**src/merge_macros.svh**
```systemverilog
`ifndef MERGE_MACROS_SVH
`define MERGE_MACROS_SVH

// Width of one data word, for the bank, the merged words and the results.
`define MERGE_DATA_W 32

// Width of the start delay and of the stride fields.
`define MERGE_DELAY_W 7

// Words in one bank.
// Kept at 16 so the 4-bit selection counter wraps through the whole bank.
`define MERGE_N_IN 16

`endif

```
**src/merge_pkg.sv**
```systemverilog
`include "merge_macros.svh"

package merge_pkg;

   // One bank of input words, all presented in the same cycle.
   typedef struct packed {
      logic [`MERGE_DATA_W-1:0] word0;
      logic [`MERGE_DATA_W-1:0] word1;
      logic [`MERGE_DATA_W-1:0] word2;
      logic [`MERGE_DATA_W-1:0] word3;
      logic [`MERGE_DATA_W-1:0] word4;
      logic [`MERGE_DATA_W-1:0] word5;
      logic [`MERGE_DATA_W-1:0] word6;
      logic [`MERGE_DATA_W-1:0] word7;
      logic [`MERGE_DATA_W-1:0] word8;
      logic [`MERGE_DATA_W-1:0] word9;
      logic [`MERGE_DATA_W-1:0] word10;
      logic [`MERGE_DATA_W-1:0] word11;
      logic [`MERGE_DATA_W-1:0] word12;
      logic [`MERGE_DATA_W-1:0] word13;
      logic [`MERGE_DATA_W-1:0] word14;
      logic [`MERGE_DATA_W-1:0] word15;
   } merge_bank_t;

   // Setting of one merge unit.
   typedef struct packed {
      logic [`MERGE_DELAY_W-1:0] delay0; // Cycles before the first advance.
      logic [`MERGE_DELAY_W-1:0] stride; // Extra cycles each word is held.
   } merge_cfg_t;

   // Operation applied to the two merged words.
   typedef enum logic [1:0] {
      op_add = 2'd0,
      op_sub = 2'd1,
      op_max = 2'd2, // Unsigned.
      op_min = 2'd3  // Unsigned.
   } combine_op_t;

   typedef struct packed {
      logic [`MERGE_DATA_W-1:0] value; // Last combined word.
      logic [`MERGE_DATA_W-1:0] acc;   // Running sum of combined words, wraps.
   } merge_result_t;

endpackage

```
**src/strided_merge.sv**
```systemverilog
`timescale 1ns/1ps
`include "merge_macros.svh"

module strided_merge (
   input  logic                     clk,
   input  logic                     rst,
   input  logic                     run,
   input  logic                     running,
   input  merge_pkg::merge_bank_t   bank,
   input  merge_pkg::merge_cfg_t    cfg,
   output logic [`MERGE_DATA_W-1:0] word,
   output logic                     running_q
);

   import merge_pkg::*;

   localparam int SEL_W = $clog2(`MERGE_N_IN);

   logic [`MERGE_DELAY_W-1:0] delay; // Start delay still to run.
   logic [`MERGE_DELAY_W-1:0] hold;  // Cycles left on the current word.
   logic [SEL_W-1:0]          counter;
   logic [`MERGE_DATA_W-1:0]  selected;

   // Sixteen-way selection of one bank word.
   function automatic logic [`MERGE_DATA_W-1:0] pick_word(
      input merge_bank_t      b,
      input logic [SEL_W-1:0] idx
   );
      logic [`MERGE_DATA_W-1:0] w;
      case (idx)
         0:  w = b.word0;
         1:  w = b.word1;
         2:  w = b.word2;
         3:  w = b.word3;
         4:  w = b.word4;
         5:  w = b.word5;
         6:  w = b.word6;
         7:  w = b.word7;
         8:  w = b.word8;
         9:  w = b.word9;
         10: w = b.word10;
         11: w = b.word11;
         12: w = b.word12;
         13: w = b.word13;
         14: w = b.word14;
         default: w = b.word15;
      endcase
      return w;
   endfunction

   always_comb begin
      selected = pick_word(bank, counter); // Uses the counter before its update.
   end

   // Delay, hold and selection counter.
   always_ff @(posedge clk or posedge rst) begin
      if (rst) begin
         delay   <= '0;
         hold    <= '0;
         counter <= '0;
      end else if (run) begin
         delay   <= cfg.delay0;
         hold    <= cfg.stride;
         counter <= '0;
      end else if (running) begin
         if (delay != '0) begin
            delay <= delay - 1'b1;
            // Last delay cycle, so the first word gets a full hold.
            if (delay == 1) begin
               hold <= cfg.stride;
            end
         end else if (hold == '0) begin
            counter <= counter + 1'b1; // Wraps at the end of the bank.
            hold    <= cfg.stride;
         end else begin
            hold <= hold - 1'b1;
         end
      end
   end

   // The picked word is registered on every running cycle that is not a start.
   always_ff @(posedge clk or posedge rst) begin
      if (rst) begin
         word <= '0;
      end else if (running && !run) begin
         word <= selected;
      end
   end

   // Marks for the combiner that word was just refreshed.
   always_ff @(posedge clk or posedge rst) begin
      if (rst) begin
         running_q <= 1'b0;
      end else begin
         running_q <= running;
      end
   end

endmodule

```
**src/merge_combiner.sv**
```systemverilog
`timescale 1ns/1ps
`include "merge_macros.svh"

module merge_combiner (
   input  logic                     clk,
   input  logic                     rst,
   input  logic                     run,
   input  logic                     running_q,
   input  logic [`MERGE_DATA_W-1:0] word_a,
   input  logic [`MERGE_DATA_W-1:0] word_b,
   input  merge_pkg::combine_op_t   op,
   output merge_pkg::merge_result_t result
);

   import merge_pkg::*;

   logic [`MERGE_DATA_W-1:0] combined;
   logic [`MERGE_DATA_W-1:0] acc_next;

   // All arithmetic wraps at the data width.
   function automatic logic [`MERGE_DATA_W-1:0] apply_op(
      input combine_op_t              sel,
      input logic [`MERGE_DATA_W-1:0] a,
      input logic [`MERGE_DATA_W-1:0] b
   );
      logic [`MERGE_DATA_W-1:0] r;
      case (sel)
         op_add:  r = a + b;
         op_sub:  r = a - b;
         op_max:  r = (a >= b) ? a : b;
         op_min:  r = (a <= b) ? a : b;
         default: r = a;
      endcase
      return r;
   endfunction

   always_comb begin
      combined = apply_op(op, word_a, word_b);
      acc_next = result.acc + combined; // The sum includes the value registered now.
   end

   // Combined word, taken whenever the merge units hand over fresh words.
   always_ff @(posedge clk or posedge rst) begin
      if (rst) begin
         result.value <= '0;
      end else if (running_q) begin
         result.value <= combined;
      end
   end

   // A start clears the sum so that each pass accumulates from zero.
   always_ff @(posedge clk or posedge rst) begin
      if (rst) begin
         result.acc <= '0;
      end else if (run) begin
         result.acc <= '0;
      end else if (running_q) begin
         result.acc <= acc_next;
      end
   end

endmodule

```
**src/dual_merge_top.sv**
```systemverilog
`timescale 1ns/1ps
`include "merge_macros.svh"

module dual_merge_top (
   input  logic                     clk,
   input  logic                     rst,
   input  logic                     run,
   input  logic                     running,
   input  merge_pkg::merge_bank_t   bank,
   input  merge_pkg::merge_cfg_t    cfg_a,
   input  merge_pkg::merge_cfg_t    cfg_b,
   input  merge_pkg::combine_op_t   op,
   output merge_pkg::merge_result_t result
);

   logic [`MERGE_DATA_W-1:0] word_a;
   logic [`MERGE_DATA_W-1:0] word_b;
   logic                     running_q; // From unit a; both units carry the same copy.

   // Both units walk the same bank, each on its own delay and stride.
   strided_merge u_merge_a (
      .clk       (clk),
      .rst       (rst),
      .run       (run),
      .running   (running),
      .bank      (bank),
      .cfg       (cfg_a),
      .word      (word_a),
      .running_q (running_q)
   );

   strided_merge u_merge_b (
      .clk       (clk),
      .rst       (rst),
      .run       (run),
      .running   (running),
      .bank      (bank),
      .cfg       (cfg_b),
      .word      (word_b),
      .running_q ()
   );

   // Result lags the sampled bank by two cycles.
   merge_combiner u_combiner (
      .clk       (clk),
      .rst       (rst),
      .run       (run),
      .running_q (running_q),
      .word_a    (word_a),
      .word_b    (word_b),
      .op        (op),
      .result    (result)
   );

endmodule

```
**config.mk**
```make
export PLATFORM = sky130hd
export DESIGN_NAME = dual_merge_top
export DESIGN_NICKNAME = d
export VERILOG_FILES = /design/src/merge_pkg.sv /design/src/strided_merge.sv /design/src/merge_combiner.sv /design/src/dual_merge_top.sv
export VERILOG_INCLUDE_DIRS = /design/src
export SDC_FILE = /design/constraint.sdc
export NUM_CORES = 1
export LEC_CHECK = 0
export ABC_AREA = 1
export BUFFER_PORTS_ARGS = -buffer_cell sky130_fd_sc_hd__buf_2
export CAP_MARGIN = 20
export CELL_PAD_IN_SITES_DETAIL_PLACEMENT = 2
export CELL_PAD_IN_SITES_GLOBAL_PLACEMENT = 2
export CORE_MARGIN = 5
export CORE_UTILIZATION = 27
export DETAILED_ROUTE_END_ITERATION = 8
export PLACE_DENSITY_LB_ADDON = 0.3
export SLEW_MARGIN = 20
export SYNTH_ARGS = -nofsm -noshare
export SYNTH_HDL_FRONTEND = slang
export SYNTH_SLANG_ARGS = --single-unit
```
**constraint.sdc**
```tcl
create_clock -name clk -period 6.4 [get_ports clk]
set_input_delay 0.96 -clock clk [delete_from_list [all_inputs] [get_ports clk]]
set_output_delay 0.96 -clock clk [all_outputs]
set_load 0.05 [all_outputs]
```
### After elaboration in Yosys (flattened, before gate mapping)

Index checks and enable logic that the tools add are counted.

* output and inout port bits: 64
* RAM bits: 0
* bits in latches: 0
* memories: 0
* bits in read-only memories: 0
* input bits: 546
* logic and storage cells: 111
* register bits after elaboration: 165

* multiply operators: 0
* add/subtract/negate cells: 9
* bitwise gates (word level): 0
* mux-type cells: 31
* magnitude comparators: 2
* divide/modulo/power cells: 0
* eq/ne operators: 37
* reductions and logical operators: 21
* shifts and indexed selects: 0

Operator list (count)
* $pmux W32 S15: 2
* $mux W32: 4
* $pmux W32 S4: 1
* $mux W7: 16
* $add A32 B32 Y32: 2
* $eq A4 B4 Y1 const B: 14
* $eq A4 B3 Y1 const B: 8
* $ge A32 B32 Y1: 1
* $le A32 B32 Y1: 1
* $mux W4: 8
* $sub A32 B32 Y32: 1
* $sub A7 B1 Y7 const B: 4
* $eq A4 B2 Y1 const B: 4
* $eq A7 B1 Y1 const B: 2
* $logic_not A7 Y1: 2
* $reduce_bool A7 Y1: 2
* $reduce_bool A2 Y1: 6
* $add A4 B1 Y4 const B: 2
* $eq A4 B1 Y1 const B: 2
* $logic_not A4 Y1: 2
* $reduce_and A2 Y1: 4
* $ne A3 B3 Y1 const B: 2
* $reduce_and A3 Y1: 2
* $eq A2 B2 Y1 const B: 2
* 5 further kinds: 6

### Longest topological paths before layout

* depth in word-level cells: 6
* gate-level depth with buffers: 33
* mapped depth without buffers: 32

### Hierarchy

Synthesis repeated with hierarchy kept, for this count alone.

* cell total of the unflattened synthesis: 4484
* area, all modules: 25680.9 sq um

By module, submodules not included
* strided_merge: times used 2, area each 8107.8 sq um, sequential area each 1276.2 sq um, cells an instance 1494
* merge_combiner: times used 1, area each 9465.3 sq um, sequential area each 1601.5 sq um, cells an instance 1496

### Worst setup path before layout

OpenSTA, ideal clock, no wires.

* path type: register -> register
* from: register u_merge_a.word[0]
* to: register, netlist name u_combiner.result[20]
* buffers on the path: 1
* required time: 6.278 ns
* setup time: 0.122 ns
* slack: 2.029 ns
* arrival time: 4.249 ns
* period minus slack after synthesis: 4.371 ns
* cell stages (with the launch flop): 29
* cell sequence: dfrtp_1 -> inv_1 -> ha_1 -> inv_1 -> fa_1 -> nand2_1 -> nand2_1 -> nand3_1 -> nand2_1 -> nand2_1 -> nand2_2 -> nand2_4 -> nand3_2 -> nor2_4 -> buf_4 -> a22oi_1 -> o211ai_1 -> ha_1 -> inv_1 -> fa_1 -> nand3b_1 -> nand2_1 -> a21oi_1 -> o21ai_0 -> a21oi_1 -> inv_1 -> a21oi_1 -> or2_2 -> a32o_1

* word-level cells in the longest chain between the ends: 6
* elaborated cells between the ends (all ways): 10
* classes of those cells: add/sub (3); order compare (2); mux (5)

Ends and longest elaborated chain
* start: declaration: RTL line strided_merge.sv:11 `` output logic [`MERGE_DATA_W-1:0] word, ``
* start signal: assignment: RTL line strided_merge.sv:86 `word <= selected;`
* $le A32 B32 Y1 / $ge A32 B32 Y1 (equally long branches): RTL line merge_combiner.sv:31, merge_combiner.sv:30
* $mux W32 (on tied branches): RTL line merge_combiner.sv:31, merge_combiner.sv:30
* $pmux W32 S4 (*): RTL line merge_combiner.sv:27 `case (sel)`
* named net u_combiner.combined[0]: RTL line merge_combiner.sv:17 `` logic [`MERGE_DATA_W-1:0] combined; ``
* $add A32 B32 Y32 (*): RTL line merge_combiner.sv:39 `acc_next = result.acc + combined;`
* $mux W32 (*): RTL line merge_combiner.sv:57 `end else if (running_q) begin`
* $mux W32 (*): RTL line merge_combiner.sv:55 `end else if (run) begin`

The timed path passes the listed nets; every way through them passes the cells marked *. The select of a mux whose other input is x is not followed.
A chain may end at the register's enable or synchronous reset.

### Worst setup path in the final report

* from: register u_merge_a.word[0]
* to: register, netlist name u_combiner.result[21]

* word-level cells in the longest chain between the ends: 6
* elaborated cells between the ends (all ways): 10
* classes of those cells: add/sub (3); order compare (2); mux (5)

Ends and longest elaborated chain (RTL line)
* $le A32 B32 Y1 / $ge A32 B32 Y1 (equally long branches): merge_combiner.sv:31, merge_combiner.sv:30
* $mux W32 (on tied branches): merge_combiner.sv:31, merge_combiner.sv:30
* $pmux W32 S4 (*): merge_combiner.sv:27
* named net u_combiner.combined[9]: merge_combiner.sv:17
* $add A32 B32 Y32 (*): merge_combiner.sv:39
* $mux W32 (*): merge_combiner.sv:57
* $mux W32 (*): merge_combiner.sv:55

Marked as above.

==> out/metrics.cfg <==
[min_path]
hold_class = flip-flop to flip-flop
hold_depth = 2
hold_end = u_combiner.result[44]$_DFFE_PP0P_
hold_start = u_combiner.result[44]$_DFFE_PP0P_

[critical_path]
startpoint_type = flip-flop
crit_path_max_incr_delay_ns = 0.41
crit_path_end_kind = flip-flop
crit_top_cell = nand2_1
reg2reg_to = u_combiner.result[21]$_DFFE_PP0P_
rrSetupSlack_ns = 0.96
cp_data_required_time_ns = 6.75
crit_family = compound AO/OA/AOI/OAI gates
reg2reg_from = u_merge_a.word[0]$_DFFE_PP0P_
crit_fanout = 23
crit_type = flip-flop to flip-flop
critPathBufInv = 3
cp.arrival_ns = 5.79
r2r_cells = 29
crit_path_top_delay_cell = dfrtp_1
cp.depth = 29

[global_route]
grt_max_degree = 65
grt_usage_pct = 33.1
grt_first_pass_wirelength_um = 201000
antenna_found_initial = 90
grt_pass1_vias = 29034
grt_overflow = 0

[timing]
clock_skew_ns = 0.0266
fin_setup_tns_ns = 0
finalSetupViolations = 0
tightest_slew_ns = 1.30
final_max_slew_viol_count = 0
min_period_ns = 5.44
timing.slew.headroom_pct = 11.4
finalHoldViolCount = 0
rsz0062_at_grt = no
whs_ns = 0.476
max_freq_mhz = 184
post-route-period-util_pct = 85.0

[placement]
gp_congestion = 0.993
dp_hpwl_um = 116000
port_buffers = 609

[floorplanning]
core_area_sq_mm = 0.0744
num_io_pins = 610
die_h_um = 284
fp.dieArea_sq_mm = 0.0806
num_rows = 100
fp.dieW_um = 284
start_util_pct = 27.2

[route]
antenna_left = 0
vias_per_cell = 5.73
vias = 27608
route.detailed.drc = 0
drtIter0Drc = 2214
wl_um = 140000
first_pass_iters = 8
wire_per_inst_um = 29.0

[cts]
post_cts_buffers = 0
cts_resized = 0
cts.sinks = 165
root_buffer = clkbuf_16
max-clock-path-buffers = 2
clock_latency_ns = 0.49
h-tree-depth = 4
holdBufCountCts = 0
cts_buffers = 17
clk_pin_slew_ns = 0.07
cts_tree = done

[logic_synthesis]
synth-compound-area-share_pct = 28.6
synthXorXnorAreaFrac_pct = 1.47
async_flop_share_pct = 100
yosysTopAreaCellShare_pct = 20.4
synthMuxAreaShare_pct = 0.766
synth-adder-area-share_pct = 7.40
netlist_top_cells_count = 865 x nand2_1, 408 x inv_1, 241 x o21ai_0
synth_top_family_by_area = simple AND/OR/NAND/NOR gates
yosysWarningCount = 0
synth_cell_types = 68
syn_area_per_cell_sq_um = 6.26
synth_cells = 3233
synth.most_common_cell = nand2_1
netlist_area_sq_mm = 0.0202
syn_nets = 3897
yosysTopAreaCell = dfrtp_1
ys_seq_elements = 165
synth_edf_count = 0
ys_seq_area_share_pct = 20.4
synthTopCellsByArea = dfrtp_1 20%, nand2_1 16%, inv_1 7.6%, ha_1 7.1%, o21ai_0 6.0%
synth_flop_cell = dfrtp_1
yosys.area_share.simple_pct = 30.2

[cells_and_area]
area_growth_pct = 24.3
fin_nets = 4437
n_fill_cell = 9321
drive_above_1_share_pct = 21.6

[pwr]
powerDensity_mw_per_mm2 = 439
power.leakage_nw = 12.2
peakVddDrop_v = 0.000268

[status]
status = finished, final reports clean

[run]
cap_violations = 0

-- cells in the final DEF, fill, tap and decap left out, types with 30 or more instances in the layout --
master / synthesis / routed
nor2_2: 5 / 35
buf_4: 12 / 59
nand3_1: 139 / 139
a221oi_1: 100 / 100
dfrtp_1: 165 / 165
o21ai_0: 241 / 241
nand4_1: 85 / 85
nor2_1: 234 / 203
o2111ai_1: 30 / 30
ha_1: 115 / 115
buf_2: 19 / 609
o22ai_1: 89 / 89
a22oi_1: 38 / 38
a21oi_1: 193 / 193
diode_2: 0 / 68
inv_1: 408 / 407
nand2_1: 865 / 865
-- stage by stage --
step | std cells | total power, mW | util, % | instance area [sq um] | worst slack (ns)
after CTS | 4754 | 11.0 | 33.6 | 25000 | 1.05
after global placement | 4723 | 9.54 | 32.7 | 24400 | 1.26
after detailed placement | 4723 | 9.75 | 32.7 | 24400 | 1.07
after floorplan | 3233 | 6.91 | - | 20200 | 0.978
final | 4822 | 11.1 | 33.8 | 25200 | 0.962
after global routing | 4807 | 11.8 | 33.8 | 25100 | 0.591
-- cell type report --
cell class / instances / area [sq um] / share of cell area (%)
multi-input combinational: 2497 / 14000 / 55.5
sequential: 165 / 4130 / 16.4
tap: 969 / 1210 / 4.82
inverter: 424 / 1600 / 6.34
clock buffer: 21 / 470 / 1.87
timing repair buffer: 668 / 3490 / 13.9
antenna: 68 / 170 / 0.676
clock inverter: 10 / 143 / 0.567
-- worst min-delay path, cell delays in order, from the launching register on --
cell     delay [ns]
dfrtp_1        0.34
nand2_1        0.05
nand2_1        0.05
-- power breakdown --
part | internal (mW) | total, mW | leakage (nW) | switching (mW)
Combinational | 2.34 | 8.11 | 9.85 | 5.78
Sequential | 1.41 | 1.80 | 2.05 | 0.388
Clock | 0.646 | 1.15 | 0.301 | 0.503
Total | 4.39 | 11.1 | 12.2 | 6.67
-- registers in the layout, summed over array words and instances, names as in the netlist --
name,flops
u_combiner.result,64
u_merge_a.word,32
u_merge_b.word,32
u_merge_a.delay,7
u_merge_a.hold,7
u_merge_b.delay,7
u_merge_b.hold,7
u_merge_a.counter,4
u_merge_b.counter,4
u_merge_a.running_q,1
-- worst max-delay path by stage --
stage,from,endpoint
floorplan,rst,u_combiner.result[0]$_DFFE_PP0P_
global route,u_merge_b.word[4]$_DFFE_PP0P_,u_combiner.result[28]$_DFFE_PP0P_
finish,u_merge_a.word[0]$_DFFE_PP0P_,u_combiner.result[21]$_DFFE_PP0P_
global placement,u_merge_b.word[5]$_DFFE_PP0P_,u_combiner.result[28]$_DFFE_PP0P_
detailed placement,u_merge_b.word[4]$_DFFE_PP0P_,u_combiner.result[28]$_DFFE_PP0P_
CTS,u_merge_b.word[4]$_DFFE_PP0P_,u_combiner.result[25]$_DFFE_PP0P_
-- metal layers --
metal / routed length [um] / share of wire, % / vias to the layer above / GRT usage (%)
li1: - / - / 12321 / -
met1: 56600 / 40 / 13745 / 40.5
met2: 65700 / 47 / 1197 / 56.0
met3: 10100 / 7.2 / 311 / 6.75
met4: 7290 / 5.2 / 34 / 15.2
met5: 212 / 0.15 / - / 0
-- kinds of logic after synthesis --
family,count (synthesis)
DFF,165
adders and majority gates,118
and+or+nand+nor,1434
muxes,15
buffers and inverters,571
xor gates and xnor gates,34
AOI/OAI and AO/OA,896
Note: power is estimated with default switching activity, not from simulation.
